`config.mk`:
```
export PLATFORM = sky130hd
export DESIGN_NAME = reg_file
export DESIGN_NICKNAME = d
export VERILOG_FILES = /design/src/core_cfg.svh /design/src/core_pkg.sv /design/src/reg_file.sv
export SDC_FILE = /design/constraint.sdc
export NUM_CORES = 2
export LEC_CHECK = 0
export BUFFER_PORTS_ARGS = -buffer_cell sky130_fd_sc_hd__buf_2
export CAP_MARGIN = 10
export CORE_UTILIZATION = 64
export CTS_CLUSTER_SIZE = 16
export DETAILED_ROUTE_END_ITERATION = 8
export PLACE_DENSITY = 0.81
export SYNTH_ARGS = -nofsm -noshare
export SYNTH_HDL_FRONTEND = slang
export SYNTH_SLANG_ARGS = --single-unit
export TNS_END_PERCENT = 1
```
`constraint.sdc`:
```
create_clock -name CLK -period 2.1 [get_ports CLK]
set_input_delay 0.21 -clock CLK [delete_from_list [all_inputs] [get_ports CLK]]
set_output_delay 0.21 -clock CLK [all_outputs]
set_load 0.01 [all_outputs]
```
`src/core_cfg.svh`:
```
`ifndef CORE_CFG_SVH
`define CORE_CFG_SVH

// First fetch address after reset
`define CORE_RESET_PC 32'h0000_0000

// Data memory depth in words, a power of two
`define CORE_DMEM_WORDS 256

// ECALL, treated as halt
`define CORE_HALT_INSN 32'h0000_0073

`endif

```
`src/core_pkg.sv`:
```
package core_pkg;

    // Data and address word
    typedef logic [31:0] word_t;

    // Major opcodes in instr[6:0] that the core understands
    typedef enum logic [6:0] {
        OPC_OP     = 7'b0110011,
        OPC_OP_IMM = 7'b0010011,
        OPC_LUI    = 7'b0110111,
        OPC_LOAD   = 7'b0000011,
        OPC_STORE  = 7'b0100011,
        OPC_BRANCH = 7'b1100011,
        OPC_JAL    = 7'b1101111,
        OPC_SYSTEM = 7'b1110011
    } opcode_e;

    // ALU functions
    // PASS_B forwards operand b untouched, used by LUI
    typedef enum logic [2:0] {
        ALU_ADD    = 3'd0,
        ALU_SUB    = 3'd1,
        ALU_AND    = 3'd2,
        ALU_OR     = 3'd3,
        ALU_XOR    = 3'd4,
        ALU_SLT    = 3'd5,
        ALU_PASS_B = 3'd6
    } alu_op_e;

    // Fetch to execute
    // Valid low marks a bubble or a squashed wrong-path fetch
    typedef struct packed {
        logic  valid;
        word_t pc;
        word_t instr;
    } fetch_ex_t;

    // Execute to memory pipeline register
    typedef struct packed {
        logic       valid;
        // Control bits, all low for an illegal or invalid slot
        logic       reg_write;
        logic       dren;
        logic       dwen;
        logic       halt;
        // Set only on a valid slot
        logic       illegal;
        logic [4:0] rd;
        // ALU result, or the link address pc+4 for JAL
        word_t      alu_out;
        // Store data after forwarding
        word_t      rs2_data;
        word_t      pc;
    } ex_mem_t;

endpackage

```
`src/reg_file.sv`:
```
`timescale 1ns/1ns

module reg_file (
    input  logic            CLK,
    input  logic            nRST,
    input  logic [4:0]      rs1_addr,
    input  logic [4:0]      rs2_addr,
    input  logic [4:0]      rd,
    input  logic            wen,
    input  core_pkg::word_t wdata,
    output core_pkg::word_t rs1_data,
    output core_pkg::word_t rs2_data
);
    import core_pkg::*;

    // x1..x31, x0 has no storage
    word_t regs [1:31];

    always_ff @(posedge CLK, negedge nRST) begin
        if (!nRST) begin
            for (int i = 1; i < 32; i++) begin
                regs[i] <= '0;
            end
        end else if (wen && (rd != 5'd0)) begin
            regs[rd] <= wdata;
        end
    end

    // Combinational reads, x0 hardwired to zero
    assign rs1_data = (rs1_addr == 5'd0) ? '0 : regs[rs1_addr];
    assign rs2_data = (rs2_addr == 5'd0) ? '0 : regs[rs2_addr];

endmodule

```
---- Word-level counts from Yosys, hierarchy flattened ----
Cells that the tools add are included.
operators by class
  $lt $le $gt $ge ......................... 4
  eq/ne operators ......................... 0
  mux-type cells .......................... 11
  shift-type cells ........................ 0
  $mul .................................... 0
  add/sub/neg operators ................... 0
  bitwise gates (word level) .............. 3
  reductions and logical operators ........ 5
  divide/modulo/power cells ............... 0
operator list
  kind                  count
  $bwmux W992           1
  $bmux W32 S5          2
  $mux W32              7
  $demux W32 S5         1
  $ge A6 B6 Y1 const B  3
  $not A5 Y6            3
  $logic_not A5 Y1      2
  $lt A6 B1 Y1 const B  1
  $reduce_bool A5 Y1    1
  $logic_and A1 B1 Y1   2
word-level totals
  bits in registers ....................... 992
  output and inout port bits .............. 64
  word-level logic and storage cells ...... 54
  latch bits .............................. 0
  RAM bits ................................ 0
  memories ................................ 0
  bits in read-only memories .............. 0
  bits of input ports ..................... 50

---- Depth between registers and ports, before layout ----
  depth in word-level cells ............... 6
  depth in mapped cells ................... 8
  mapped depth without buffers ............ 4

---- Worst setup path before layout ----
No wires, ideal clock.
  path kind ............................... input to output
  from .................................... input rs1_addr[0]
  to ...................................... output rs1_data[0]
  path buffers ............................ 3
  stages on the path ...................... 7
  data required time ...................... 1.890 ns
  data arrival time ....................... 1.691 ns
  setup slack ............................. 0.199 ns
  path through ............................ buf_6 > buf_4 > buf_2 > mux2_2 > a221o_1 > o211ai_1 > o211ai_1
on the way
  longest elaborated chain between the ends .. 5
  elaborated cells between the ends (all ways) .. 6
  those cells by class .................... 4 x mux; 1 x bitwise; 1 x reduce/logical
RTL lines
  item                                         RTL line        text
  start, declared                              reg_file.sv:6   input logic [4:0] rs1_addr,
  $not A5 Y6 (implied by the code)             reg_file.sv:30  assign rs1_data = (rs1_addr == 5'd0) ? '0 : regs[rs1_addr];
  $bmux W32 S5                                 reg_file.sv:30
  $mux W32 (implied by the code) (2 in a row)  reg_file.sv:30
  $mux W32 (*)                                 reg_file.sv:30
  end, declared                                reg_file.sv:11  output core_pkg::word_t rs1_data,
Every way passes the cells marked *; elsewhere a longest branch is shown, timed or not. The select of a mux whose other input is x is not followed.

---- Worst setup path after layout ----
  from .................................... register regs[222] in the netlist's numbering
  to ...................................... output rs1_data[30]
on the way
  longest elaborated chain between the ends .. 4
RTL lines
  item                                         RTL line        text
  start, declared                              reg_file.sv:17  word_t regs [1:31];
  start signal, assigned by index              reg_file.sv:25  regs[rd] <= wdata;
  $bmux W32 S5                                 reg_file.sv:30
  $mux W32 (implied by the code) (2 in a row)  reg_file.sv:30
  $mux W32                                     reg_file.sv:30
Every way passes these cells. The select of a mux whose other input is x is not followed.

==> impl_metrics.toml <==
[synth]
synthArstFlopShare_pct = 100.0
synth_area_um2 = 53490
synth_seq_cells = 992
netlist_instances = 3612
synthDistinctLibCells = 46
synth_area_per_cell_um2 = 14.81
synth-seq-area-share_pct = 46.41
synth-main-ff-cell = "dfrtp_1"
synth_edf_count = 0
yosysWarnings = 0
syn_nets = 3662

[pwr]
swShare_pct = 27.77
seq_power_share_pct = 44.5
power.density_nw_per_um2 = 945.7
ir_worst_vdd_v = 0.0007391
p_int_mw = 42.24
power.switching_mw = 16.24
p_leak_nw = 27.40
pwr-share-comb_pct = 21.7
clock_power_share_pct = 33.8

[setup_path]
r2r_cells = 2
r2r-start = "regs[222]"
crit_start = "regs[222]"
required_ns = 1.89
critical-path-max-stage-delay_ns = 0.47
end_kind = "output port"
start_kind = "register"
critPathSlowestCell = "mux4_2"
worstSetupPathType = "reg2out"
crit_fanout = 2
cp.arrival_ns = 2.45
path_cells = "mux4_2 > mux2i_1 > o22a_1 > o211ai_1 > buf_2"

[route]
routed_wirelength_um = 171700
via_per_inst = 7.556
num_vias = 37350
wl_per_cell_um = 34.74
highest_layer = "met5"
first_pass_iters = 6
met3_wirelength_um = 20440
wl_met2_um = 78670
drt-met1-wl_um = 61790
drc = 0
drt_iter0_drc = 4510
final_antenna_net_count = 0

[placed_design]
io_buffers = 113
dpl_cell_area_um2 = 57830
dpl.hpwl_um = 107500
gp_congestion = 0.9114
post-place-ws_ns = -0.2538

[clock_network]
cts_max_level = 3
clock_sinks = 992
cts_tree = "built"
insertion_delay_ns = 0.66
cts-root-buf = "clkbuf_16"
clock_tree.buffer_depth = 3
clk_pin_slew_worst_paths_ns = 0.07
cts_buffers = 103

[finish]
final_area_um2 = 61830
largest_register_ffs = 992
drive_gt1_share_pct = 55.52
synthToLayoutAreaGrowth_pct = 15.59
reg_top3 = "regs: 992 flops"
regMostFlops = "regs"
layout.nets = 3835

[job]
max_cap_viol_count = 0

[floorplan]
fp.dieH_um = 291.1
fp-row-count = 105
start_util_pct = 64.94
dieArea_um2 = 84740
core-area_um2 = 82370
io_pins = 114
die_w_um = 291.1

[grt]
grt_overflow_total = 0
grt_pass1_wl_um = 257100
grt_usage_pct = 40.99
antenna_found_initial = 8
grt_pass1_vias = 39600
grt_max_degree = 101

[timing]
period_needed_ns = 2.656
slew_viol_final = 0
fin_tns_setup_ns = -21.38
tightestPinTransition_ns = 0.6562
hold_viol_final = 0
final.period_utilization_pct = 126.5
holdWs_ns = 0.09638
fmax_mhz = 376.5
finalWorstSetupSlack_ns = -0.5559
rsz0062_at_grt = "yes"
fin_worst_skew_ns = 0
setup-violations-final = 64
slew-limit-headroom_pct = 56.26

[run_status]
status = "finished, violations left"
violations = "negative setup slack"

[hold_path]
hp-class = "in2async"
==> layout by cell type, fill, tap and decap left out, types with 31 or more instances in the layout <==
cell and count:
a22oi_1 90, clkbuf_16 104, nor2b_1 33, dfrtp_1 992, mux4_2 377, buf_12 124, a221oi_1 33, buf_2 99
o211ai_1 32, buf_4 224, mux2_2 1050, mux2i_1 258, nor3_1 31
==> synthesized netlist by cell type, types with 17 or more instances <==
master | count | share of area (%)
mux2_2 | 1050 | 22
dfrtp_1 | 992 | 46
mux4_2 | 377 | 16
mux2i_1 | 267 | 5.0
buf_2 | 162 | 1.5
clkbuf_1 | 161 | 1.1
a22oi_1 | 102 | 1.4
nor2b_1 | 44 | 0.51
a221oi_1 | 43 | 0.70
buf_4 | 38 | 0.53
nor2_1 | 33 | 0.23
nor3_1 | 32 | 0.30
o211ai_1 | 32 | 0.45
and3_1 | 29 | 0.34
o31a_1 | 28 | 0.46
nand2_1 | 21 | 0.15
mux2_1 | 19 | 0.40
o22ai_1 | 18 | 0.21
a221o_1 | 17 | 0.32
==> power by group through the flow <==
stage,combinational (mW),clock [mW],sequential [mW]
6_report,12.7,19.8,26.0
4_1_cts,12.5,19.8,25.8
2_1_floorplan,9.03,0,24.9
3_5_place_dp,12.2,0,26.1
3_3_place_gp,11.6,0,25.5
5_1_grt,13.4,20.5,26.3
==> layout make-up <==
type	instances	area, µm²
sequential	992	24820
antenna	6	15.01
multi-input combinational	2219	27170
inverter	9	33.78
timing repair buffer	460	4826
clock inverter	42	668.1
fill	4725	20540
clock buffer	145	2957
tap	1070	1339
==> cell families after synthesis <==
group | after synthesis | share of synthesized area (%)
AOI/OAI and AO/OA | 303 | 4.510
buffers and inverters | 401 | 3.658
DFF | 992 | 46.41
muxes | 1713 | 43.37
and+or+nand+nor | 203 | 2.051
==> path summary, 6_finish.rpt <==
path | slack [ns] | end
min in group CLK | 0.15 | regs[503]
max | -0.56 | rs1_data[30]
max reg2reg | 1.19 | regs[222]
min reg2reg | 0.52 | regs[777]
min | 0.1 | regs[904]
max in group asynchronous | 1.02 | regs[247]
==> worst max-delay path, delay by kind of cell, from the launching register on <==
family	cells	cell delay (ns)
mux	2	0.68
compound gates	2	0.43
flops	1	0.40
buf+inv	1	0.25
==> what timing repair did <==
action,CTS,global route
resized for setup,35,28
hold endpoints to repair,326,0
pin swaps,22,17
buffers inserted,4,1
endpoints found under the setup margin,64,64
hold buffers,1,0
==> stage by stage <==
step	total power [mW]	cells	utilization, %
2_1_floorplan	33.91	3612	-
3_3_place_gp	37.14	4744	70.21
3_5_place_dp	38.27	4744	70.21
4_1_cts	58.07	4936	74.87
5_1_grt	60.21	4941	75.06
6_report	58.47	4943	75.06
==> routing by layer <==
metal  track usage [%]  vias up
li1                  -    14380
met1             53.82    19520
met2             61.92     2751
met3             11.48      697
met4             23.10        6
met5                 0        -
Power figures use the tool's default switching activity.
