File: config.mk
export PLATFORM = sky130hd
export DESIGN_NAME = hazard_unit
export DESIGN_NICKNAME = d
export VERILOG_FILES = /design/src/core_cfg.svh /design/src/core_pkg.sv /design/src/hazard_unit.sv
export SDC_FILE = /design/constraint.sdc
export NUM_CORES = 1
export LEC_CHECK = 0
export BUFFER_PORTS_ARGS = -buffer_cell sky130_fd_sc_hd__buf_2
export CORE_MARGIN = 10
export CORE_UTILIZATION = 10
export DETAILED_ROUTE_END_ITERATION = 12
export GPL_ROUTABILITY_DRIVEN = 0
export PLACE_DENSITY = 0.95
export SLEW_MARGIN = 20
export SYNTH_ARGS = -nofsm -noshare
export SYNTH_HDL_FRONTEND = slang
export SYNTH_SLANG_ARGS = --single-unit
File: constraint.sdc
create_clock -name vclk -period 1.2
set_clock_uncertainty 0.1 [all_clocks]
set_input_delay 0.24 -clock vclk [all_inputs]
set_output_delay 0.24 -clock vclk [all_outputs]
set_load 0.05 [all_outputs]
File: src/core_cfg.svh
`ifndef CORE_CFG_SVH
`define CORE_CFG_SVH

// First fetch address after reset
`define CORE_RESET_PC 32'h0000_0000

// Data memory depth in words, a power of two
`define CORE_DMEM_WORDS 256

// ECALL, treated as halt
`define CORE_HALT_INSN 32'h0000_0073

`endif

File: src/core_pkg.sv
package core_pkg;

    // Data and address word
    typedef logic [31:0] word_t;

    // Major opcodes in instr[6:0] that the core understands
    typedef enum logic [6:0] {
        OPC_OP     = 7'b0110011,
        OPC_OP_IMM = 7'b0010011,
        OPC_LUI    = 7'b0110111,
        OPC_LOAD   = 7'b0000011,
        OPC_STORE  = 7'b0100011,
        OPC_BRANCH = 7'b1100011,
        OPC_JAL    = 7'b1101111,
        OPC_SYSTEM = 7'b1110011
    } opcode_e;

    // ALU functions
    // PASS_B forwards operand b untouched, used by LUI
    typedef enum logic [2:0] {
        ALU_ADD    = 3'd0,
        ALU_SUB    = 3'd1,
        ALU_AND    = 3'd2,
        ALU_OR     = 3'd3,
        ALU_XOR    = 3'd4,
        ALU_SLT    = 3'd5,
        ALU_PASS_B = 3'd6
    } alu_op_e;

    // Fetch to execute
    // Valid low marks a bubble or a squashed wrong-path fetch
    typedef struct packed {
        logic  valid;
        word_t pc;
        word_t instr;
    } fetch_ex_t;

    // Execute to memory pipeline register
    typedef struct packed {
        logic       valid;
        // Control bits, all low for an illegal or invalid slot
        logic       reg_write;
        logic       dren;
        logic       dwen;
        logic       halt;
        // Set only on a valid slot
        logic       illegal;
        logic [4:0] rd;
        // ALU result, or the link address pc+4 for JAL
        word_t      alu_out;
        // Store data after forwarding
        word_t      rs2_data;
        word_t      pc;
    } ex_mem_t;

endpackage

File: src/hazard_unit.sv
`timescale 1ns/1ns

module hazard_unit (
    input  logic              [4:0] rs1_addr,
    input  logic              [4:0] rs2_addr,
    input  core_pkg::ex_mem_t ex_mem,
    input  logic              redirect,
    output logic              fwd_rs1,
    output logic              fwd_rs2,
    output logic              flush
);

    logic mem_writes;

    // Memory stage holds a result bound for a real register
    assign mem_writes = ex_mem.reg_write && (ex_mem.rd != 5'd0);

    // Older results already sit in the register file
    // so only the memory stage needs a compare
    assign fwd_rs1 = mem_writes && (ex_mem.rd == rs1_addr);
    assign fwd_rs2 = mem_writes && (ex_mem.rd == rs2_addr);

    // Taken branch or jump kills the one younger fetch
    // The redirecting instruction itself still proceeds
    assign flush = redirect;

endmodule

* After elaboration in Yosys (flattened, before gate mapping)
Index checks and enable logic that the tools add are counted.
Storage, ports and cells: register bits 0, bits of input ports 118, output and inout bits 3, logic and storage cells 6
Cells by class: equality and inequality tests 2, reductions and logical operators 4
Operator list (count):
- 5-bit == test | 2
- 5-bit nonzero test | 1
- 1-bit logical AND | 3

* Depth between registers and ports, before layout
Gate-level depths: netlist of run 1.
word-level depth 3, mapped depth 3

* Least setup slack after synthesis of run 1
Ideal clock, no wire load.
path type input port to output port, start point input rs1_addr[3], end point output fwd_rs1, arrival 1.924 ns, required time 0.860 ns, slack -1.064 ns, stages 3, cells stage by stage xnor2_1 -> nand4_1 -> nor4_1
On the way: longest elaborated chain between the ends 2
Ends and longest elaborated chain:
- start: declaration | RTL line hazard_unit.sv:4 | input logic [4:0] rs1_addr,
- 5-bit == test | RTL line hazard_unit.sv:20 | assign fwd_rs1 = mem_writes && (ex_mem.rd == rs1_addr);
- 1-bit logical AND | RTL line hazard_unit.sv:20
- end: declaration | RTL line hazard_unit.sv:8 | output logic fwd_rs1,
No other way between the ends.

* Worst setup path in the final report of run 1
start point input ex_mem[98] (netlist bit), end point output fwd_rs2
On the way: longest elaborated chain between the ends 3, elaborated cells on any way between the ends 4
Ends and longest elaborated chain:
- start: declaration | RTL line hazard_unit.sv:6 | input core_pkg::ex_mem_t ex_mem,
- 5-bit nonzero test | RTL line hazard_unit.sv:16 | assign mem_writes = ex_mem.reg_write && (ex_mem.rd != 5'd0);
- 1-bit logical AND | RTL line hazard_unit.sv:16
- 1-bit logical AND * | RTL line hazard_unit.sv:21 | assign fwd_rs2 = mem_writes && (ex_mem.rd == rs2_addr);
- end: declaration | RTL line hazard_unit.sv:9 | output logic fwd_rs2,
Every way passes the cells marked *; elsewhere a longest branch is shown, timed or not.

==> flow_metrics.py, run 1 <==
metrics = {
    "floorplan": {
        "fp.dieW_um": 56.25,
        "fp.coreArea_um2": 1269,
        "io-pin-count": 121,
        "initial_core_util_pct": 10.36,
        "std_cell_rows": 13,
        "dieArea_um2": 3164,
        "die_y_um": 56.25,
    },
    "layout": {
        "area_growth_syn_to_layout_pct": 173.3,
        "diodes": 0,
        "nNetsFinal": 157,
        "seq_cell_count": 0,
        "seqCellArea_um2": 0,
        "clock_buffers": 0,
        "drive_gt1_share_pct": 78.38,
        "num-fill-cells": 141,
        "fin_util_pct": 28.30,
        "fin_cells": 52,
    },
    "worst_setup_path": {
        "worst-path-max-fanout": 2,
        "crit_type": "input pin to output port",
        "start_kind": "input pin",
        "cp-startpoint": "ex_mem[98]",
        "cp-end-kind": "output port",
        "required_ns": 0.86,
        "arrival_ns": 1.25,
    },
    "placement": {
        "dp_hpwl_um": 612.5,
        "dp_worst_setup_slack_ns": -0.5045,
        "placed_cells": 52,
        "io_buffers": 18,
    },
    "power_and_ir_drop": {
        "p_leak_uw": 0.0001572,
        "powerDensity_nw_per_um2": 325.4,
        "power.total_uw": 116.9,
        "ir_drop_mv": 0.09841,
    },
    "global_route": {
        "globalRouteOverflowTotal": 0,
        "antenna_found_initial": 0,
        "grt_pass1_vias": 242,
        "grt_pass1_wl_um": 1090,
        "grt_usage_pct": 3.948,
        "grt_start_max_net_pins": 4,
    },
    "yosys": {
        "netlist.area_leader.share_pct": 40.00,
        "syn_nets": 135,
        "syn_avg_cell_area_um2": 7.728,
        "synthTopCellsByCount": "6 x xnor2_1, 4 x xor2_1, 2 x nand4_1, 2 x nor4_1",
        "yosysMostFrequentCell": "xnor2_1",
        "ys_types": 7,
        "yosys_warnings": 0,
        "synth-seq-area-share_pct": 0,
        "syn_inst": 17,
        "syn-cell-area_um2": 131.4,
        "synth_area_leaders": "xnor2_1 40%, xor2_1 27%, nand4_1 9.5%, nor4_1 9.5%, buf_4 5.7%",
        "yosysTopAreaCell": "xnor2_1",
    },
    "sta": {
        "period_share_pct": 132.7,
        "fin_crit_ns": 1.592,
        "setup_violations": 2,
        "hold_viol": 0,
        "drv_slew": 0,
        "fmax_mhz": 628.2,
        "slew_headroom_pct": 82.92,
        "rsz0062_at_grt": "yes",
        "worst_pin_slew_ns": 0.2553,
        "fin_ws_ns": -0.3918,
    },
    "detailed_routing": {
        "post_drt_via_cell_ratio": 3.750,
        "drc": 0,
        "totalWireLength_um": 669,
        "dr.pass1.iters": 2,
        "vias": 195,
        "wl_per_cell_um": 12.87,
        "antenna_left": 0,
        "drt_iter0_drc": 1,
    },
    "status": {
        "violations": "negative setup slack",
        "status": "finished with violations",
    },
    "hold_path": {
        "hp-class": "input pin to output port",
        "hold_start": "redirect",
    },
    "cts": {
        "hold_buffers": 0,
    },
    "flow_run": {
        "drv_cap": 0,
    },
}
cells by family after synthesis:
kind of cell | after synthesis | synth area share (%)
XOR/XNOR | 10 | 66.66
AND/OR/NAND/NOR | 6 | 27.62
buffers and inverters | 1 | 5.716
worst paths after layout:
| path | endpoint | slack [ns] | depth (start not counted) |
|---|---|---|---|
| setup / recovery | fwd_rs2 | -0.39 | 5 |
| hold / removal | flush | 0.38 | 0 |
critical path, stage by stage:
cell and delay, ns:
buf_6 0.09, or4_4 0.53, nor2_4 0.15, nor4_4 0.07, buf_6 0.16
per-layer routing:
metal | routed length, um | vias to the layer above | track usage (%)
met5 | 0 | - | 0
li1 | - | 100 | -
met4 | 0 | 0 | 0
met3 | 49 | 0 | 1.142
met2 | 350 | 11 | 7.132
met1 | 268 | 84 | 4.674
power by group:
group	leakage [uW]	total, uW	internal [uW]	switching [uW]
Sequential	0	0	0	0
Clock	0	0	0	0
Combinational	0.000157	117	65.3	51.6
cell type report:
class	count	area (um2)	share of cell area [%]
multi-input combinational	16	195.2	54.36
timing repair buffer	21	145.1	40.42
tap	15	18.77	5.226
placed cells by master (no fill, tap or decap):
master	n
nand4_1	2
xnor2_1	2
nor4_4	2
buf_4	1
buf_6	6
nor2_4	1
or4_4	1
xnor2_2	4
buf_2	14
xor2_1	4
metrics by stage:
stage / TNS [ns] / instance area, um2 / hold slack (ns)
finish: -0.7782 / 359.1 / 0.3801
global route: -0.8524 / 359.1 / 0.3804
CTS: -0.8139 / 359.1 / 0.3803
detailed placement: -1.004 / 292.8 / 0.3803
global placement: -0.9957 / 292.8 / 0.3803
floorplan: -0.4444 / 168.9 / 0.5471
what timing repair did:
item / 4_1_cts / 5_1_grt
setup endpoints to repair: 2 / 2
pin swaps: 8 / 5
resized for setup: 13 / 0
buffers inserted: 0 / 0
endpoints found under the hold margin: 0 / 0
Note: power is estimated with default switching activity, not from simulation.
==> inputs of run 2 (changes only) <==
==> constraint.sdc (replaced) <==
create_clock -name vclk -period 1.45
set_clock_uncertainty 0.1 [all_clocks]
set_input_delay 0.29 -clock vclk [all_inputs]
set_output_delay 0.29 -clock vclk [all_outputs]
set_load 0.05 [all_outputs]
==> run 2 against run 1 <==
- the flow still finishes with violations (negative setup slack)
- cell count unchanged
- flip-flop and latch count is the same
- first-iteration DRC count increased to 5.0 times the previous value
- die area is the same
- sequential share of layout area did not move
- critical path type unchanged
==> flow_metrics.py, run 2 (synthesis gave the netlist of run 1 again) <==
metrics = {
    "floorplan": {
        "fp.dieW_um": 56.25,
        "initial_core_util_pct": 10.36,
        "std_cell_rows": 13,
        "dieArea_um2": 3164,
        "die_y_um": 56.25,
        "io-pin-count": 121,
        "fp.coreArea_um2": 1269,
    },
    "worst_setup_path": {
        "slowest_delay_ns": 0.53,
        "cp-end-kind": "output port",
        "critPathMostFrequentCell": "buf_6",
        "required_ns": 1.06,
        "worst-path-max-fanout": 2,
        "slowest_stage": "or4_4",
        "crit_type": "input pin to output port",
        "arrival_ns": 1.30,
        "cp_cell_sequence": "buf_6 -> or4_4 -> nor2_4 -> nor4_4 -> buf_6",
        "start_kind": "input pin",
    },
    "global_route": {
        "grt_pass1_vias": 250,
        "grt_start_max_net_pins": 4,
        "grt_pass1_wl_um": 1097,
        "globalRouteOverflowTotal": 0,
        "grt_usage_pct": 3.995,
        "antenna_found_initial": 0,
    },
    "power_and_ir_drop": {
        "power_frac_comb_pct": 100.0,
        "powerDensity_nw_per_um2": 267.0,
        "power_frac_seq_pct": 0,
        "pwr-share-clk_pct": 0,
        "p_leak_uw": 0.0001515,
        "power.total_uw": 93.88,
        "ir_drop_mv": 0.08779,
        "switchingPower_uw": 41.58,
        "switching_share_pct": 44.29,
        "p_int_uw": 52.30,
    },
    "layout": {
        "layout_commonest_cell": "buf_2",
        "clock_buffers": 0,
        "drive_gt1_share_pct": 75.68,
        "seqCellArea_um2": 0,
        "nNetsFinal": 157,
        "fin_cells": 52,
        "area_growth_syn_to_layout_pct": 167.6,
        "seq_cell_count": 0,
        "final_cell_mix": "14 x buf_2, 6 x buf_6, 4 x xor2_1",
        "diodes": 0,
    },
    "sta": {
        "worst_pin_slew_ns": 0.2459,
        "fin_crit_ns": 1.688,
        "setup_violations": 2,
        "fin_ws_ns": -0.2378,
        "period_share_pct": 116.4,
        "slew_headroom_pct": 83.55,
        "drv_slew": 0,
        "fmax_mhz": 592.5,
        "rsz0062_at_grt": "yes",
        "hold_viol": 0,
    },
    "hold_path": {
        "hp-class": "input pin to output port",
    },
    "detailed_routing": {
        "drt_iter0_drc": 5,
        "antenna_left": 0,
        "post_drt_via_cell_ratio": 3.923,
        "dr.pass1.iters": 2,
        "vias": 204,
        "drc": 0,
        "wl_per_cell_um": 12.50,
        "totalWireLength_um": 650,
    },
    "placement": {
        "io_buffers": 18,
        "placed_cells": 52,
        "dp_worst_setup_slack_ns": -0.3560,
    },
    "cts": {
        "post_cts_buffers": 0,
        "hold_buffers": 0,
    },
    "status": {
        "violations": "negative setup slack",
        "status": "finished with violations",
    },
    "flow_run": {
        "drv_cap": 0,
    },
}
-- run 2: cell types whose count changed in the layout (fill, tap and decap cells not counted) --
cell | before | now
xnor2_2 | 4 | 3
xnor2_1 | 2 | 3
-- run 2: final timing paths --
kind | startpoint | to | slack, ns | cells past startpoint
max | ex_mem[98] | fwd_rs1 | -0.24 | 5
min | redirect | flush | 0.48 | 0
-- run 2: stage by stage --
step / instance area [um2] / utilization (%) / hold slack, ns / TNS [ns]
finish: 351.6 / 27.71 / 0.4801 / -0.4755
global route: 351.6 / 27.71 / 0.4804 / -0.5469
CTS: 351.6 / 27.71 / 0.4803 / -0.5198
detailed placement: 292.8 / 23.08 / 0.4803 / -0.7104
global placement: 292.8 / 23.08 / 0.4803 / -0.6890
floorplan: 168.9 / - / 0.6471 / -0.1444
-- run 2: worst max-delay path: cells and delay by family --
kind,cells,cell delay (ns)
buffers and inverters,2,0.25
AND/OR/NAND/NOR,3,0.75
-- run 2: final cells by class --
cell class | count | area, um2
Multi-Input combinational cell | 16 | 187.7
Tap cell | 15 | 18.77
Fill cell | 145 | 917.1
Timing Repair Buffer | 21 | 145.1
-- run 2: routing by layer --
metal	track usage [%]	part of all wire (%)	vias to the layer above
met1	4.803	42	93
met2	7.132	52	11
met5	0	0	-
met4	0	0	0
met3	1.142	5.7	0
li1	-	-	100
-- run 2: what timing repair did --
action,4_1_cts,5_1_grt
pin swaps,7,5
gates resized for setup,12,0
cloned,0,0
endpoints found under the hold margin,0,0
setup endpoints to repair,2,2
-- run 2: power by group through the flow --
stage / clock, uW / sequential [uW] / combinational, uW
after global placement: 0 / 0 / 76.7
after floorplan: 0 / 0 / 45.6
final: 0 / 0 / 93.9
after detailed placement: 0 / 0 / 78.5
after CTS: 0 / 0 / 95.2
after global routing: 0 / 0 / 101
