===== src/core_cfg.svh =====
`ifndef CORE_CFG_SVH
`define CORE_CFG_SVH

// First fetch address after reset
`define CORE_RESET_PC 32'h0000_0000

// Data memory depth in words, a power of two
`define CORE_DMEM_WORDS 256

// ECALL, treated as halt
`define CORE_HALT_INSN 32'h0000_0073

`endif


===== src/core_pkg.sv =====
package core_pkg;

    // Data and address word
    typedef logic [31:0] word_t;

    // Major opcodes in instr[6:0] that the core understands
    typedef enum logic [6:0] {
        OPC_OP     = 7'b0110011,
        OPC_OP_IMM = 7'b0010011,
        OPC_LUI    = 7'b0110111,
        OPC_LOAD   = 7'b0000011,
        OPC_STORE  = 7'b0100011,
        OPC_BRANCH = 7'b1100011,
        OPC_JAL    = 7'b1101111,
        OPC_SYSTEM = 7'b1110011
    } opcode_e;

    // ALU functions
    // PASS_B forwards operand b untouched, used by LUI
    typedef enum logic [2:0] {
        ALU_ADD    = 3'd0,
        ALU_SUB    = 3'd1,
        ALU_AND    = 3'd2,
        ALU_OR     = 3'd3,
        ALU_XOR    = 3'd4,
        ALU_SLT    = 3'd5,
        ALU_PASS_B = 3'd6
    } alu_op_e;

    // Fetch to execute
    // Valid low marks a bubble or a squashed wrong-path fetch
    typedef struct packed {
        logic  valid;
        word_t pc;
        word_t instr;
    } fetch_ex_t;

    // Execute to memory pipeline register
    typedef struct packed {
        logic       valid;
        // Control bits, all low for an illegal or invalid slot
        logic       reg_write;
        logic       dren;
        logic       dwen;
        logic       halt;
        // Set only on a valid slot
        logic       illegal;
        logic [4:0] rd;
        // ALU result, or the link address pc+4 for JAL
        word_t      alu_out;
        // Store data after forwarding
        word_t      rs2_data;
        word_t      pc;
    } ex_mem_t;

endpackage


===== src/fetch_stage.sv =====
`timescale 1ns/1ns
`include "core_cfg.svh"

module fetch_stage (
    input  logic                CLK,
    input  logic                nRST,
    input  logic                redirect,
    input  core_pkg::word_t     redirect_pc,
    input  logic                halt_seen,
    input  core_pkg::word_t     imem_rdata,
    output logic                imem_req,
    output core_pkg::word_t     imem_addr,
    output core_pkg::fetch_ex_t fetch_ex
);
    import core_pkg::*;

    word_t pc;
    word_t req_pc;
    logic  req_valid;
    // Low for the first cycle out of reset
    logic  started;

    // One request per cycle until a halt has retired
    assign imem_req  = started && !halt_seen;
    assign imem_addr = pc;

    // Response pairs with the address it was requested for
    assign fetch_ex.valid = req_valid;
    assign fetch_ex.pc    = req_pc;
    assign fetch_ex.instr = imem_rdata;

    always_ff @(posedge CLK, negedge nRST) begin
        if (!nRST) begin
            started   <= 1'b0;
            pc        <= `CORE_RESET_PC;
            req_pc    <= `CORE_RESET_PC;
            req_valid <= 1'b0;
        end else begin
            started <= 1'b1;
            // Request issued during a redirect is on the wrong path
            req_valid <= imem_req && !redirect;
            if (imem_req) begin
                req_pc <= pc;
            end
            // Redirect wins over sequential advance
            if (redirect) begin
                pc <= redirect_pc;
            end else if (imem_req) begin
                pc <= pc + 32'd4;
            end
        end
    end

endmodule


===== config.mk =====
export PLATFORM = sky130hd
export DESIGN_NAME = fetch_stage
export DESIGN_NICKNAME = d
export VERILOG_FILES = /design/src/core_pkg.sv /design/src/fetch_stage.sv
export VERILOG_INCLUDE_DIRS = /design/src /design/src/src
export SDC_FILE = /design/constraint.sdc
export NUM_CORES = 1
export LEC_CHECK = 0
export BUFFER_PORTS_ARGS = -buffer_cell sky130_fd_sc_hd__buf_2
export CAP_MARGIN = 20
export CORE_MARGIN = 2
export CORE_UTILIZATION = 30
export DETAILED_ROUTE_END_ITERATION = 8
export PLACE_DENSITY = 0.66
export RECOVER_POWER = 25
export SETUP_SLACK_MARGIN = 0.4
export SYNTH_ARGS = -nofsm -noshare
export SYNTH_HDL_FRONTEND = slang
export SYNTH_SLANG_ARGS = --single-unit

===== constraint.sdc =====
create_clock -name CLK -period 2.85 [get_ports CLK]
set_input_delay 0.1425 -clock CLK [delete_from_list [all_inputs] [get_ports CLK]]
set_output_delay 0.1425 -clock CLK [all_outputs]
set_load 0.02 [all_outputs]

* Word level (Yosys, flattened, before mapping)
Cells that the tools add are included. Widths: inputs -> output; s select.
Cells by class: $add $sub $neg 1, multipliers 0, div/mod/pow operators 0, magnitude comparators 0, equality and inequality tests 0, shifts and indexed selects 0, mux-type cells 2, bitwise logic cells 0, reductions and logical operators 5
Operators by type and width (count):
- $mux 32 | 2
- $add 32x3->32 const B | 1
- $logic_and 1x1->1 | 2
- $logic_not 1->1 | 2
- $reduce_bool 2->1 | 1
Word-level totals: flip-flop bits (word level) 66, latch bits 0, bits in writable memories 0, ROM bits 0, input port bits 68, output and inout bits 98, word-level logic and storage cells 12, memories 0

* Longest topological paths before layout
Gate-level depths: netlist of run 1.
word-level depth 4, gate-level depth with buffers 7, gate-level depth less buffers 5

* Worst setup path after synthesis of run 1
No wires, ideal clock.
path type reg2reg, start register pc[4] (netlist: imem_addr[4]), end register pc[28] (netlist: imem_addr[28]), arrival time 2.100 ns, data required time 2.768 ns, slack 0.668 ns, stages on the path, launching flop included 7, period minus slack after synthesis 2.182 ns, cell sequence dfrtp_1 > nand3_4 > or4_4 > buf_6 > buf_6 > or4_1 > a31oi_1
On the way: word-level cells in the longest chain between the ends 3
RTL lines:
- start: declaration | RTL line fetch_stage.sv:17 | word_t pc;
- start signal: assignment | RTL line fetch_stage.sv:35 | pc <= `CORE_RESET_PC;
- start signal: assignment | RTL line fetch_stage.sv:47 | pc <= redirect_pc;
- start signal: assignment | RTL line fetch_stage.sv:49 | pc <= pc + 32'd4;
- $add 32x3->32 | RTL line fetch_stage.sv:49
- $mux 32 | RTL line fetch_stage.sv:48 | end else if (imem_req) begin
- $mux 32 | RTL line fetch_stage.sv:46 | if (redirect) begin
Every way passes these cells. The select of a mux whose other input is x is not followed. A chain may end at the register's enable or synchronous reset.

* Worst setup path after layout of run 1
start register pc[4] (netlist: imem_addr[4]), end register pc[25] (netlist: imem_addr[25])
Same word-level chain as after synthesis.

==> results of run 1 <==
[sequential cells by signal (all words and copies together), names as in the netlist]
name and cells:
req_pc 32, imem_addr 32, started 1, req_valid 1
[metal layers]
metal | up-vias | GRT usage | wire (µm)
li1 | 1270 | - | -
met5 | - | 0 | 0
met2 | 96 | 0.225 | 4020
met1 | 1248 | 0.182 | 3750
met3 | 11 | 0.0474 | 591
met4 | 0 | 0.0416 | 85
[cells by family (layout without fill, tap and decap cells)]
family,Yosys count,count (layout),synth area share
other,1,1,0.00111
AND/OR/NAND/NOR,105,105,0.174
adder cells (fa/ha/maj),1,1,0.00372
buffers and inverters,57,130,0.105
AO/OA/AOI/OAI,49,49,0.0911
XOR/XNOR,12,12,0.0312
multiplexers,31,31,0.103
flip-flops,66,66,0.491
[timing repair]
action / 4_1_cts / 5_1_grt
setup buffers: 0 / 0
setup endpoints to repair: 0 / 0
gates resized for setup: 0 / 0
hold buffers: 7 / 0
endpoints found under the hold margin: 72 / 0
[power groups by stage]
stage	combinational (mW)	sequential, mW	clock [mW]
2_1_floorplan	0.253	1.33	0
3_3_place_gp	0.559	1.18	0
3_5_place_dp	0.564	1.19	0
4_1_cts	0.573	1.17	0.794
5_1_grt	0.595	1.20	0.829
6_report	0.546	1.17	0.763
[final cells by class]
type                            count  share of cell area
Clock buffer                       12              0.0367
Inverter                            6             0.00570
Tap cell                          140              0.0443
Timing Repair Buffer              109               0.141
Sequential cell                    66               0.418
Clock inverter                      3              0.0101
Multi-Input combinational cell    199               0.345
[critical path: stages, from the launching register on]
cell,delay (ns)
sky130_fd_sc_hd__dfrtp_1,0.49
sky130_fd_sc_hd__nand3_4,0.15
sky130_fd_sc_hd__or4_4,0.71
sky130_fd_sc_hd__or4_1,0.55
sky130_fd_sc_hd__a31oi_1,0.17
[cell usage in the layout (no fill, tap or decap), drive strengths merged, types with 7 or more instances in the layout]
cell type	instances
buf	79
dfrtp	66
clkbuf	35
mux2	30
nand2	26
nor2	18
o21ai	18
or4	16
o31ai	14
a31oi	14
nand3	13
nand4	10
and3	7
xnor2	7
dlygate4sd3	7
[through the flow]
step / setup WS (ns) / cell area, µm² / cells
final: 0.689 / 3950 / 535
after global routing: 0.566 / 3950 / 535
after floorplan: 0.668 / 3360 / 322
after global placement: 0.773 / 3730 / 513
after CTS: 0.689 / 3980 / 535
after detailed placement: 0.703 / 3730 / 513
[worst max path at each step]
| stage | slack (ns) | to | start | depth (start not counted) |
|---|---|---|---|---|
| floorplan | 0.67 | imem_addr[28] | imem_addr[4] | 6 |
| global placement | 0.77 | imem_addr[29] | imem_addr[4] | 4 |
| finish | 0.69 | imem_addr[25] | imem_addr[4] | 4 |
| detailed placement | 0.70 | imem_addr[25] | imem_addr[5] | 4 |
| CTS | 0.69 | imem_addr[25] | imem_addr[4] | 4 |
| global route | 0.57 | imem_addr[29] | imem_addr[4] | 4 |
==> report_table.html, run 1 <==
<table>
<tr><th>Metric</th><th>Value</th></tr>
<tr><th colspan="2">Outcome</th></tr>
<tr><td>Run status</td><td>finished, final reports clean</td></tr>
<tr><th colspan="2">Critical path</th></tr>
<tr><td>Kind of capture point of the worst setup path</td><td>flop</td></tr>
<tr><td>Required arrival time at the worst endpoint</td><td>3.12 ns</td></tr>
<tr><td>Critical path data arrival time</td><td>2.43 ns</td></tr>
<tr><td>Reg-to-reg endpoint</td><td>imem_addr[25]</td></tr>
<tr><td>Category of the critical setup timing path</td><td>reg2reg</td></tr>
<tr><td>Worst Setup Start Kind</td><td>flop</td></tr>
<tr><td>R2r setup slk</td><td>0.69 ns</td></tr>
<tr><td>Number of cells traversed by the worst register-to-register path</td><td>4</td></tr>
<tr><td>Worst-path maximum fanout</td><td>28</td></tr>
<tr><td>Startpoint of the lowest-slack register-to-register path</td><td>imem_addr[4]</td></tr>
<tr><th colspan="2">Global routing</th></tr>
<tr><td>Global Route Usage Sum</td><td>0.141</td></tr>
<tr><td>Via count of the first global-routing pass</td><td>2476</td></tr>
<tr><td>Antenna violations before repair</td><td>0</td></tr>
<tr><td>Largest net degree at the start of global routing</td><td>67</td></tr>
<tr><td>Global route overflow</td><td>0</td></tr>
<tr><td>First-pass GRT wire length</td><td>12900 µm</td></tr>
<tr><th colspan="2">Routing</th></tr>
<tr><td>Total iterations of the first detailed-routing run</td><td>4</td></tr>
<tr><td>Final Routed Wirelength</td><td>8450 µm</td></tr>
<tr><td>Remaining antenna violation count</td><td>0</td></tr>
<tr><td>Routed via count divided by cell count</td><td>4.91</td></tr>
<tr><td>Iteration-0 DRC Markers</td><td>68</td></tr>
<tr><td>Detail-routed net length per standard cell</td><td>15.8 µm</td></tr>
<tr><td>Detailed-route via count</td><td>2625</td></tr>
<tr><td>Residual DRC count</td><td>0</td></tr>
<tr><th colspan="2">Synthesis</th></tr>
<tr><td>Number of distinct library cell variants in the gate-level netlist after synthesis</td><td>35</td></tr>
<tr><td>Leading cell types by total area after synthesis</td><td>sky130_fd_sc_hd__dfrtp_1 49%, sky130_fd_sc_hd__mux2_2 10%, sky130_fd_sc_hd__buf_4 7.4%, sky130_fd_sc_hd__or4_1 3.3%, sky130_fd_sc_hd__o31ai_1 3.1%</td></tr>
<tr><td>Sequential cell area fraction in the yosys report</td><td>0.491</td></tr>
<tr><td>Syn Area/Cell</td><td>10.4 µm²</td></tr>
<tr><td>Number of synthesized flops with an enable pin</td><td>0</td></tr>
<tr><td>Post-synth ARST share</td><td>1.00</td></tr>
<tr><td>Number of warnings issued by yosys</td><td>0</td></tr>
<tr><td>Most frequently used cell type in the post-synthesis netlist</td><td>sky130_fd_sc_hd__dfrtp_1</td></tr>
<tr><td>Register bit count reported by yosys</td><td>66</td></tr>
<tr><td>Portion of synthesized cell area occupied by the leading cell type</td><td>0.491</td></tr>
<tr><td>Net count of the mapped netlist</td><td>391</td></tr>
<tr><td>Top_reg_cell synth</td><td>sky130_fd_sc_hd__dfrtp_1</td></tr>
<tr><td>Cell types with the highest counts after synthesis</td><td>66 x sky130_fd_sc_hd__dfrtp_1, 33 x sky130_fd_sc_hd__buf_4, 30 x sky130_fd_sc_hd__mux2_2</td></tr>
<tr><td>Cell area after synthesis</td><td>0.00336 mm²</td></tr>
<tr><td>Cell type with the largest total area after synthesis</td><td>sky130_fd_sc_hd__dfrtp_1</td></tr>
<tr><td>Synthesized netlist cell count</td><td>322</td></tr>
<tr><th colspan="2">STA</th></tr>
<tr><td>Setup TNS</td><td>0 ns</td></tr>
<tr><td>Clock skew after layout</td><td>0.00894 ns</td></tr>
<tr><td>Worst slew margin relative to its limit</td><td>0.323</td></tr>
<tr><td>Fin crit share</td><td>0.758</td></tr>
<tr><td>Setup repair after global routing missed its margin</td><td>false</td></tr>
<tr><td>Number of pins exceeding their max-slew limit in the final report</td><td>0</td></tr>
<tr><td>Achievable clock frequency</td><td>0.463 GHz</td></tr>
<tr><td>Number of hold violations in the final report</td><td>0</td></tr>
<tr><td>Slew at the pin closest to its max-slew limit</td><td>1.02 ns</td></tr>
<tr><td>Worst hold slack</td><td>0.0151 ns</td></tr>
<tr><td>Number of setup violations in the final report</td><td>0</td></tr>
<tr><td>Shortest clock period the worst path allows after layout</td><td>2.16 ns</td></tr>
<tr><th colspan="2">Final layout</th></tr>
<tr><td>Total of fill cells in the finished design</td><td>1125</td></tr>
<tr><td>Antenna Diode Count</td><td>0</td></tr>
<tr><td>Area of the multi-input gates</td><td>0.00136 mm²</td></tr>
<tr><td>Nets</td><td>460</td></tr>
<tr><td>Final design utilization</td><td>0.363</td></tr>
<tr><td>Layout overhead on the synthesized area</td><td>17.5%</td></tr>
<tr><td>Proportion of layout cells with a drive suffix above 1</td><td>0.316</td></tr>
<tr><td>Area taken by flip-flops and latches</td><td>0.00165 mm²</td></tr>
<tr><th colspan="2">Placement</th></tr>
<tr><td>Half-perimeter wire length of the detailed placement result</td><td>5850 µm</td></tr>
<tr><td>Global placer's final weighted congestion</td><td>0.798</td></tr>
<tr><td>IO Port Bufs</td><td>101</td></tr>
<tr><th colspan="2">Pwr</th></tr>
<tr><td>Share of power burned in the clock network</td><td>0.307</td></tr>
<tr><td>Overall Power</td><td>2.48 mW</td></tr>
<tr><td>Peak supply drop</td><td>0.242 mV</td></tr>
<tr><td>Switching part of the total</td><td>0.320</td></tr>
<tr><td>Share of total power in sequential cells</td><td>0.473</td></tr>
<tr><td>Combinational group share of total power</td><td>0.220</td></tr>
<tr><td>Internal power contribution</td><td>1.69 mW</td></tr>
<tr><td>Net switching power</td><td>0.794 mW</td></tr>
<tr><td>PD cells</td><td>628 mW/mm²</td></tr>
<tr><td>LEAKAGE</td><td>1.69 nW</td></tr>
<tr><th colspan="2">Worst hold path</th></tr>
<tr><td>HP Class</td><td>in2reg</td></tr>
<tr><td>Worst hold path stage count</td><td>3</td></tr>
<tr><td>Worst Hold Endpoint</td><td>imem_addr[9]</td></tr>
<tr><td>Start point of the worst hold path</td><td>redirect_pc[9]</td></tr>
<tr><th colspan="2">Floorplanning</th></tr>
<tr><td>Number of top-level pins</td><td>166</td></tr>
<tr><td>Vertical extent of the die</td><td>110 µm</td></tr>
<tr><td>Area of the core</td><td>0.0109 mm²</td></tr>
<tr><td>Effective utilization at floorplan</td><td>0.309</td></tr>
<tr><td>Cell Rows</td><td>38</td></tr>
<tr><td>Horizontal extent of the die</td><td>110 µm</td></tr>
<tr><td>Floorplan die area</td><td>0.0121 mm²</td></tr>
<tr><th colspan="2">Clock network</th></tr>
<tr><td>CTS tree</td><td>done</td></tr>
<tr><td>Clock Latency Late Sink</td><td>0.35 ns</td></tr>
<tr><td>CTS Root Buffer Type</td><td>sky130_fd_sc_hd__clkbuf_8</td></tr>
<tr><td>Clock slew seen by the registers of the worst setup and hold paths</td><td>0.07 ns</td></tr>
<tr><td>CTS buffer count</td><td>9</td></tr>
<tr><td>H-Tree Depth</td><td>3</td></tr>
<tr><td>Clock Path Buffers</td><td>2</td></tr>
<tr><td>CTS sink count</td><td>66</td></tr>
<tr><th colspan="2">Run</th></tr>
<tr><td>Maximum capacitance violations</td><td>0</td></tr>
</table>
Note: power is estimated with default switching activity, not from simulation.
==> inputs of run 2 (changes only) <==
--- a/config.mk
+++ b/config.mk
@@ -11,7 +11,7 @@
 export CORE_MARGIN = 2
 export CORE_UTILIZATION = 30
 export DETAILED_ROUTE_END_ITERATION = 8
-export PLACE_DENSITY = 0.66
+export PLACE_DENSITY = 0.68
 export RECOVER_POWER = 25
 export SETUP_SLACK_MARGIN = 0.4
 export SYNTH_ARGS = -nofsm -noshare
==> constraint.sdc (replaced) <==
create_clock -name CLK -period 1.7 [get_ports CLK]
set_input_delay 0.085 -clock CLK [delete_from_list [all_inputs] [get_ports CLK]]
set_output_delay 0.085 -clock CLK [all_outputs]
set_load 0.02 [all_outputs]
==> report_table.html, run 2 (synthesized netlist as in run 1, its figures left out) <==
<table>
<tr><th>Metric</th><th>Value</th></tr>
<tr><th colspan="2">Worst hold path</th></tr>
<tr><td>HP Class</td><td>in2reg</td></tr>
<tr><th colspan="2">Final layout</th></tr>
<tr><td>Final std cells w/o fill</td><td>622</td></tr>
<tr><td>Commonest non-fill, non-tap cell in the layout</td><td>sky130_fd_sc_hd__buf_2</td></tr>
<tr><td>Proportion of layout cells with a drive suffix above 1</td><td>0.541</td></tr>
<tr><td>Nets</td><td>547</td></tr>
<tr><td>Antenna Diode Count</td><td>0</td></tr>
<tr><td>Layout overhead on the synthesized area</td><td>58.4%</td></tr>
<tr><td>Most frequent cells in the layout</td><td>98 x sky130_fd_sc_hd__buf_2, 49 x sky130_fd_sc_hd__dfrtp_1, 33 x sky130_fd_sc_hd__buf_4</td></tr>
<tr><td>Summed area of non-filler cells in the final layout</td><td>0.00533 mm²</td></tr>
<tr><th colspan="2">Critical path</th></tr>
<tr><td>Required arrival time at the worst endpoint</td><td>1.96 ns</td></tr>
<tr><td>Worst-path maximum fanout</td><td>6</td></tr>
<tr><td>Startpoint of the lowest-slack register-to-register path</td><td>imem_addr[8]</td></tr>
<tr><td>Critical path data arrival time</td><td>2.16 ns</td></tr>
<tr><td>Kind of capture point of the worst setup path</td><td>flop</td></tr>
<tr><td>R2r setup slk</td><td>-0.20 ns</td></tr>
<tr><td>Termination of the worst setup path</td><td>imem_addr[23]</td></tr>
<tr><td>Category of the critical setup timing path</td><td>reg2reg</td></tr>
<tr><td>Number of cells traversed by the worst register-to-register path</td><td>4</td></tr>
<tr><td>Worst Setup Start Kind</td><td>flop</td></tr>
<tr><td>Reg-to-reg endpoint</td><td>imem_addr[23]</td></tr>
<tr><td>Critical Path Source</td><td>imem_addr[8]</td></tr>
<tr><th colspan="2">STA</th></tr>
<tr><td>Clock skew after layout</td><td>0.0106 ns</td></tr>
<tr><td>Slew at the pin closest to its max-slew limit</td><td>0.830 ns</td></tr>
<tr><td>Worst hold slack</td><td>0.0289 ns</td></tr>
<tr><td>Number of setup violations in the final report</td><td>14</td></tr>
<tr><td>Final setup slack of the worst path</td><td>-0.201 ns</td></tr>
<tr><td>Achievable clock frequency</td><td>0.526 GHz</td></tr>
<tr><td>Shortest clock period the worst path allows after layout</td><td>1.90 ns</td></tr>
<tr><td>Fin crit share</td><td>1.12</td></tr>
<tr><td>Number of hold violations in the final report</td><td>0</td></tr>
<tr><td>Number of pins exceeding their max-slew limit in the final report</td><td>0</td></tr>
<tr><td>Setup repair after global routing missed its margin</td><td>true</td></tr>
<tr><td>Worst slew margin relative to its limit</td><td>0.447</td></tr>
<tr><th colspan="2">Routing</th></tr>
<tr><td>Iteration-0 DRC Markers</td><td>104</td></tr>
<tr><td>Residual DRC count</td><td>0</td></tr>
<tr><td>Routed via count divided by cell count</td><td>5.01</td></tr>
<tr><td>Detailed-route via count</td><td>3117</td></tr>
<tr><td>Final Routed Wirelength</td><td>11100 µm</td></tr>
<tr><td>Total iterations of the first detailed-routing run</td><td>4</td></tr>
<tr><td>Remaining antenna violation count</td><td>0</td></tr>
<tr><td>Detail-routed net length per standard cell</td><td>17.8 µm</td></tr>
<tr><th colspan="2">Pwr</th></tr>
<tr><td>Overall Power</td><td>4.54 mW</td></tr>
<tr><td>Combinational group share of total power</td><td>0.311</td></tr>
<tr><td>PD cells</td><td>852 mW/mm²</td></tr>
<tr><td>Peak supply drop</td><td>0.468 mV</td></tr>
<tr><td>Net switching power</td><td>1.47 mW</td></tr>
<tr><td>Internal power contribution</td><td>3.07 mW</td></tr>
<tr><td>LEAKAGE</td><td>2.45 nW</td></tr>
<tr><td>Share of power burned in the clock network</td><td>0.260</td></tr>
<tr><td>Share of total power in sequential cells</td><td>0.428</td></tr>
<tr><td>Switching part of the total</td><td>0.324</td></tr>
<tr><th colspan="2">Floorplanning</th></tr>
<tr><td>Vertical extent of the die</td><td>110 µm</td></tr>
<tr><td>Floorplan die area</td><td>0.0121 mm²</td></tr>
<tr><td>Cell Rows</td><td>38</td></tr>
<tr><td>Number of top-level pins</td><td>166</td></tr>
<tr><td>Effective utilization at floorplan</td><td>0.309</td></tr>
<tr><td>Area of the core</td><td>0.0109 mm²</td></tr>
<tr><td>Horizontal extent of the die</td><td>110 µm</td></tr>
<tr><th colspan="2">Clock network</th></tr>
<tr><td>CTS Root Buffer Type</td><td>sky130_fd_sc_hd__clkbuf_8</td></tr>
<tr><td>H-Tree Depth</td><td>3</td></tr>
<tr><td>Clock slew seen by the registers of the worst setup and hold paths</td><td>0.07 ns</td></tr>
<tr><td>CTS buffer count</td><td>9</td></tr>
<tr><td>Clock Latency Late Sink</td><td>0.35 ns</td></tr>
<tr><td>Clock Path Buffers</td><td>2</td></tr>
<tr><td>CTS sink count</td><td>66</td></tr>
<tr><td>CTS tree</td><td>done</td></tr>
<tr><th colspan="2">Placement</th></tr>
<tr><td>Placement-stage cell area</td><td>0.00408 mm²</td></tr>
<tr><td>Post-placement setup slack</td><td>-0.210 ns</td></tr>
<tr><td>Global placer's final weighted congestion</td><td>0.765</td></tr>
<tr><td>IO Port Bufs</td><td>101</td></tr>
<tr><td>Number of instances in the placed design</td><td>551</td></tr>
<tr><td>Half-perimeter wire length of the detailed placement result</td><td>6640 µm</td></tr>
<tr><th colspan="2">Outcome</th></tr>
<tr><td>Run status</td><td>complete, but fails checks</td></tr>
<tr><td>Violations in the final reports</td><td>setup timing</td></tr>
<tr><th colspan="2">Global routing</th></tr>
<tr><td>Antenna violations before repair</td><td>0</td></tr>
<tr><td>Largest net degree at the start of global routing</td><td>37</td></tr>
<tr><td>Global Route Usage Sum</td><td>0.173</td></tr>
<tr><td>Global route overflow</td><td>0</td></tr>
<tr><td>Via count of the first global-routing pass</td><td>3034</td></tr>
<tr><td>First-pass GRT wire length</td><td>15600 µm</td></tr>
<tr><th colspan="2">Run</th></tr>
<tr><td>Maximum capacitance violations</td><td>0</td></tr>
</table>
-- run 2: how the worst min path moves through the flow --
stage                     cells after the start             to       startpoint
after global routing                          3  imem_addr[17]  redirect_pc[17]
after CTS                                     3  imem_addr[18]  redirect_pc[18]
final                                         3  imem_addr[18]  redirect_pc[18]
after floorplan                               0   imem_addr[0]             nRST
after global placement                        1     req_pc[28]             nRST
after detailed placement                      1     req_pc[28]             nRST
-- run 2: power groups by stage --
stage	combinational (mW)	sequential [mW]	clock [mW]
6_report	1.41	1.94	1.18
3_3_place_gp	1.08	1.94	0
3_5_place_dp	1.10	1.95	0
2_1_floorplan	0.433	2.24	0
5_1_grt	1.52	1.96	1.29
4_1_cts	1.28	1.93	1.22
-- run 2: final cells by class --
cell class,count,area [µm²]
Clock buffer,15,166
Fill cell,975,5560
Inverter,6,27.5
Multi-Input combinational cell,201,1720
Sequential cell,66,1670
Tap cell,140,175
Timing Repair Buffer,194,1570
-- run 2: critical path, cell delays in order, from the launching register on --
cell                      delay (ns)
sky130_fd_sc_hd__dfrtp_2        0.39
sky130_fd_sc_hd__nand3_4        0.11
sky130_fd_sc_hd__or4_4          0.61
sky130_fd_sc_hd__or4_4          0.52
sky130_fd_sc_hd__a31oi_1        0.18
-- run 2: per-stage QoR --
stage | util | setup TNS, ns
2_1_floorplan | - | -3.23
3_3_place_gp | 0.375 | -1.50
3_5_place_dp | 0.375 | -2.11
4_1_cts | 0.457 | -1.69
5_1_grt | 0.490 | -2.72
6_report | 0.490 | -1.90
-- run 2: per-layer routing --
| metal | GRT usage | vias to the layer above | routed length, µm |
|---|---|---|---|
| met1 | 0.211 | 1538 | 4770 |
| met5 | 0 | - | 0 |
| met4 | 0.0651 | 0 | 159 |
| met3 | 0.0474 | 18 | 642 |
| li1 | - | 1450 | - |
| met2 | 0.289 | 111 | 5490 |
-- run 2: timing repair --
item / CTS / global route
buffers inserted: 13 / 6
hold buffers: 29 / 0
setup endpoints to repair: 50 / 51
pin swaps: 31 / 18
gates resized for setup: 58 / 60
hold endpoints to repair: 58 / 0
cloned: 6 / 2
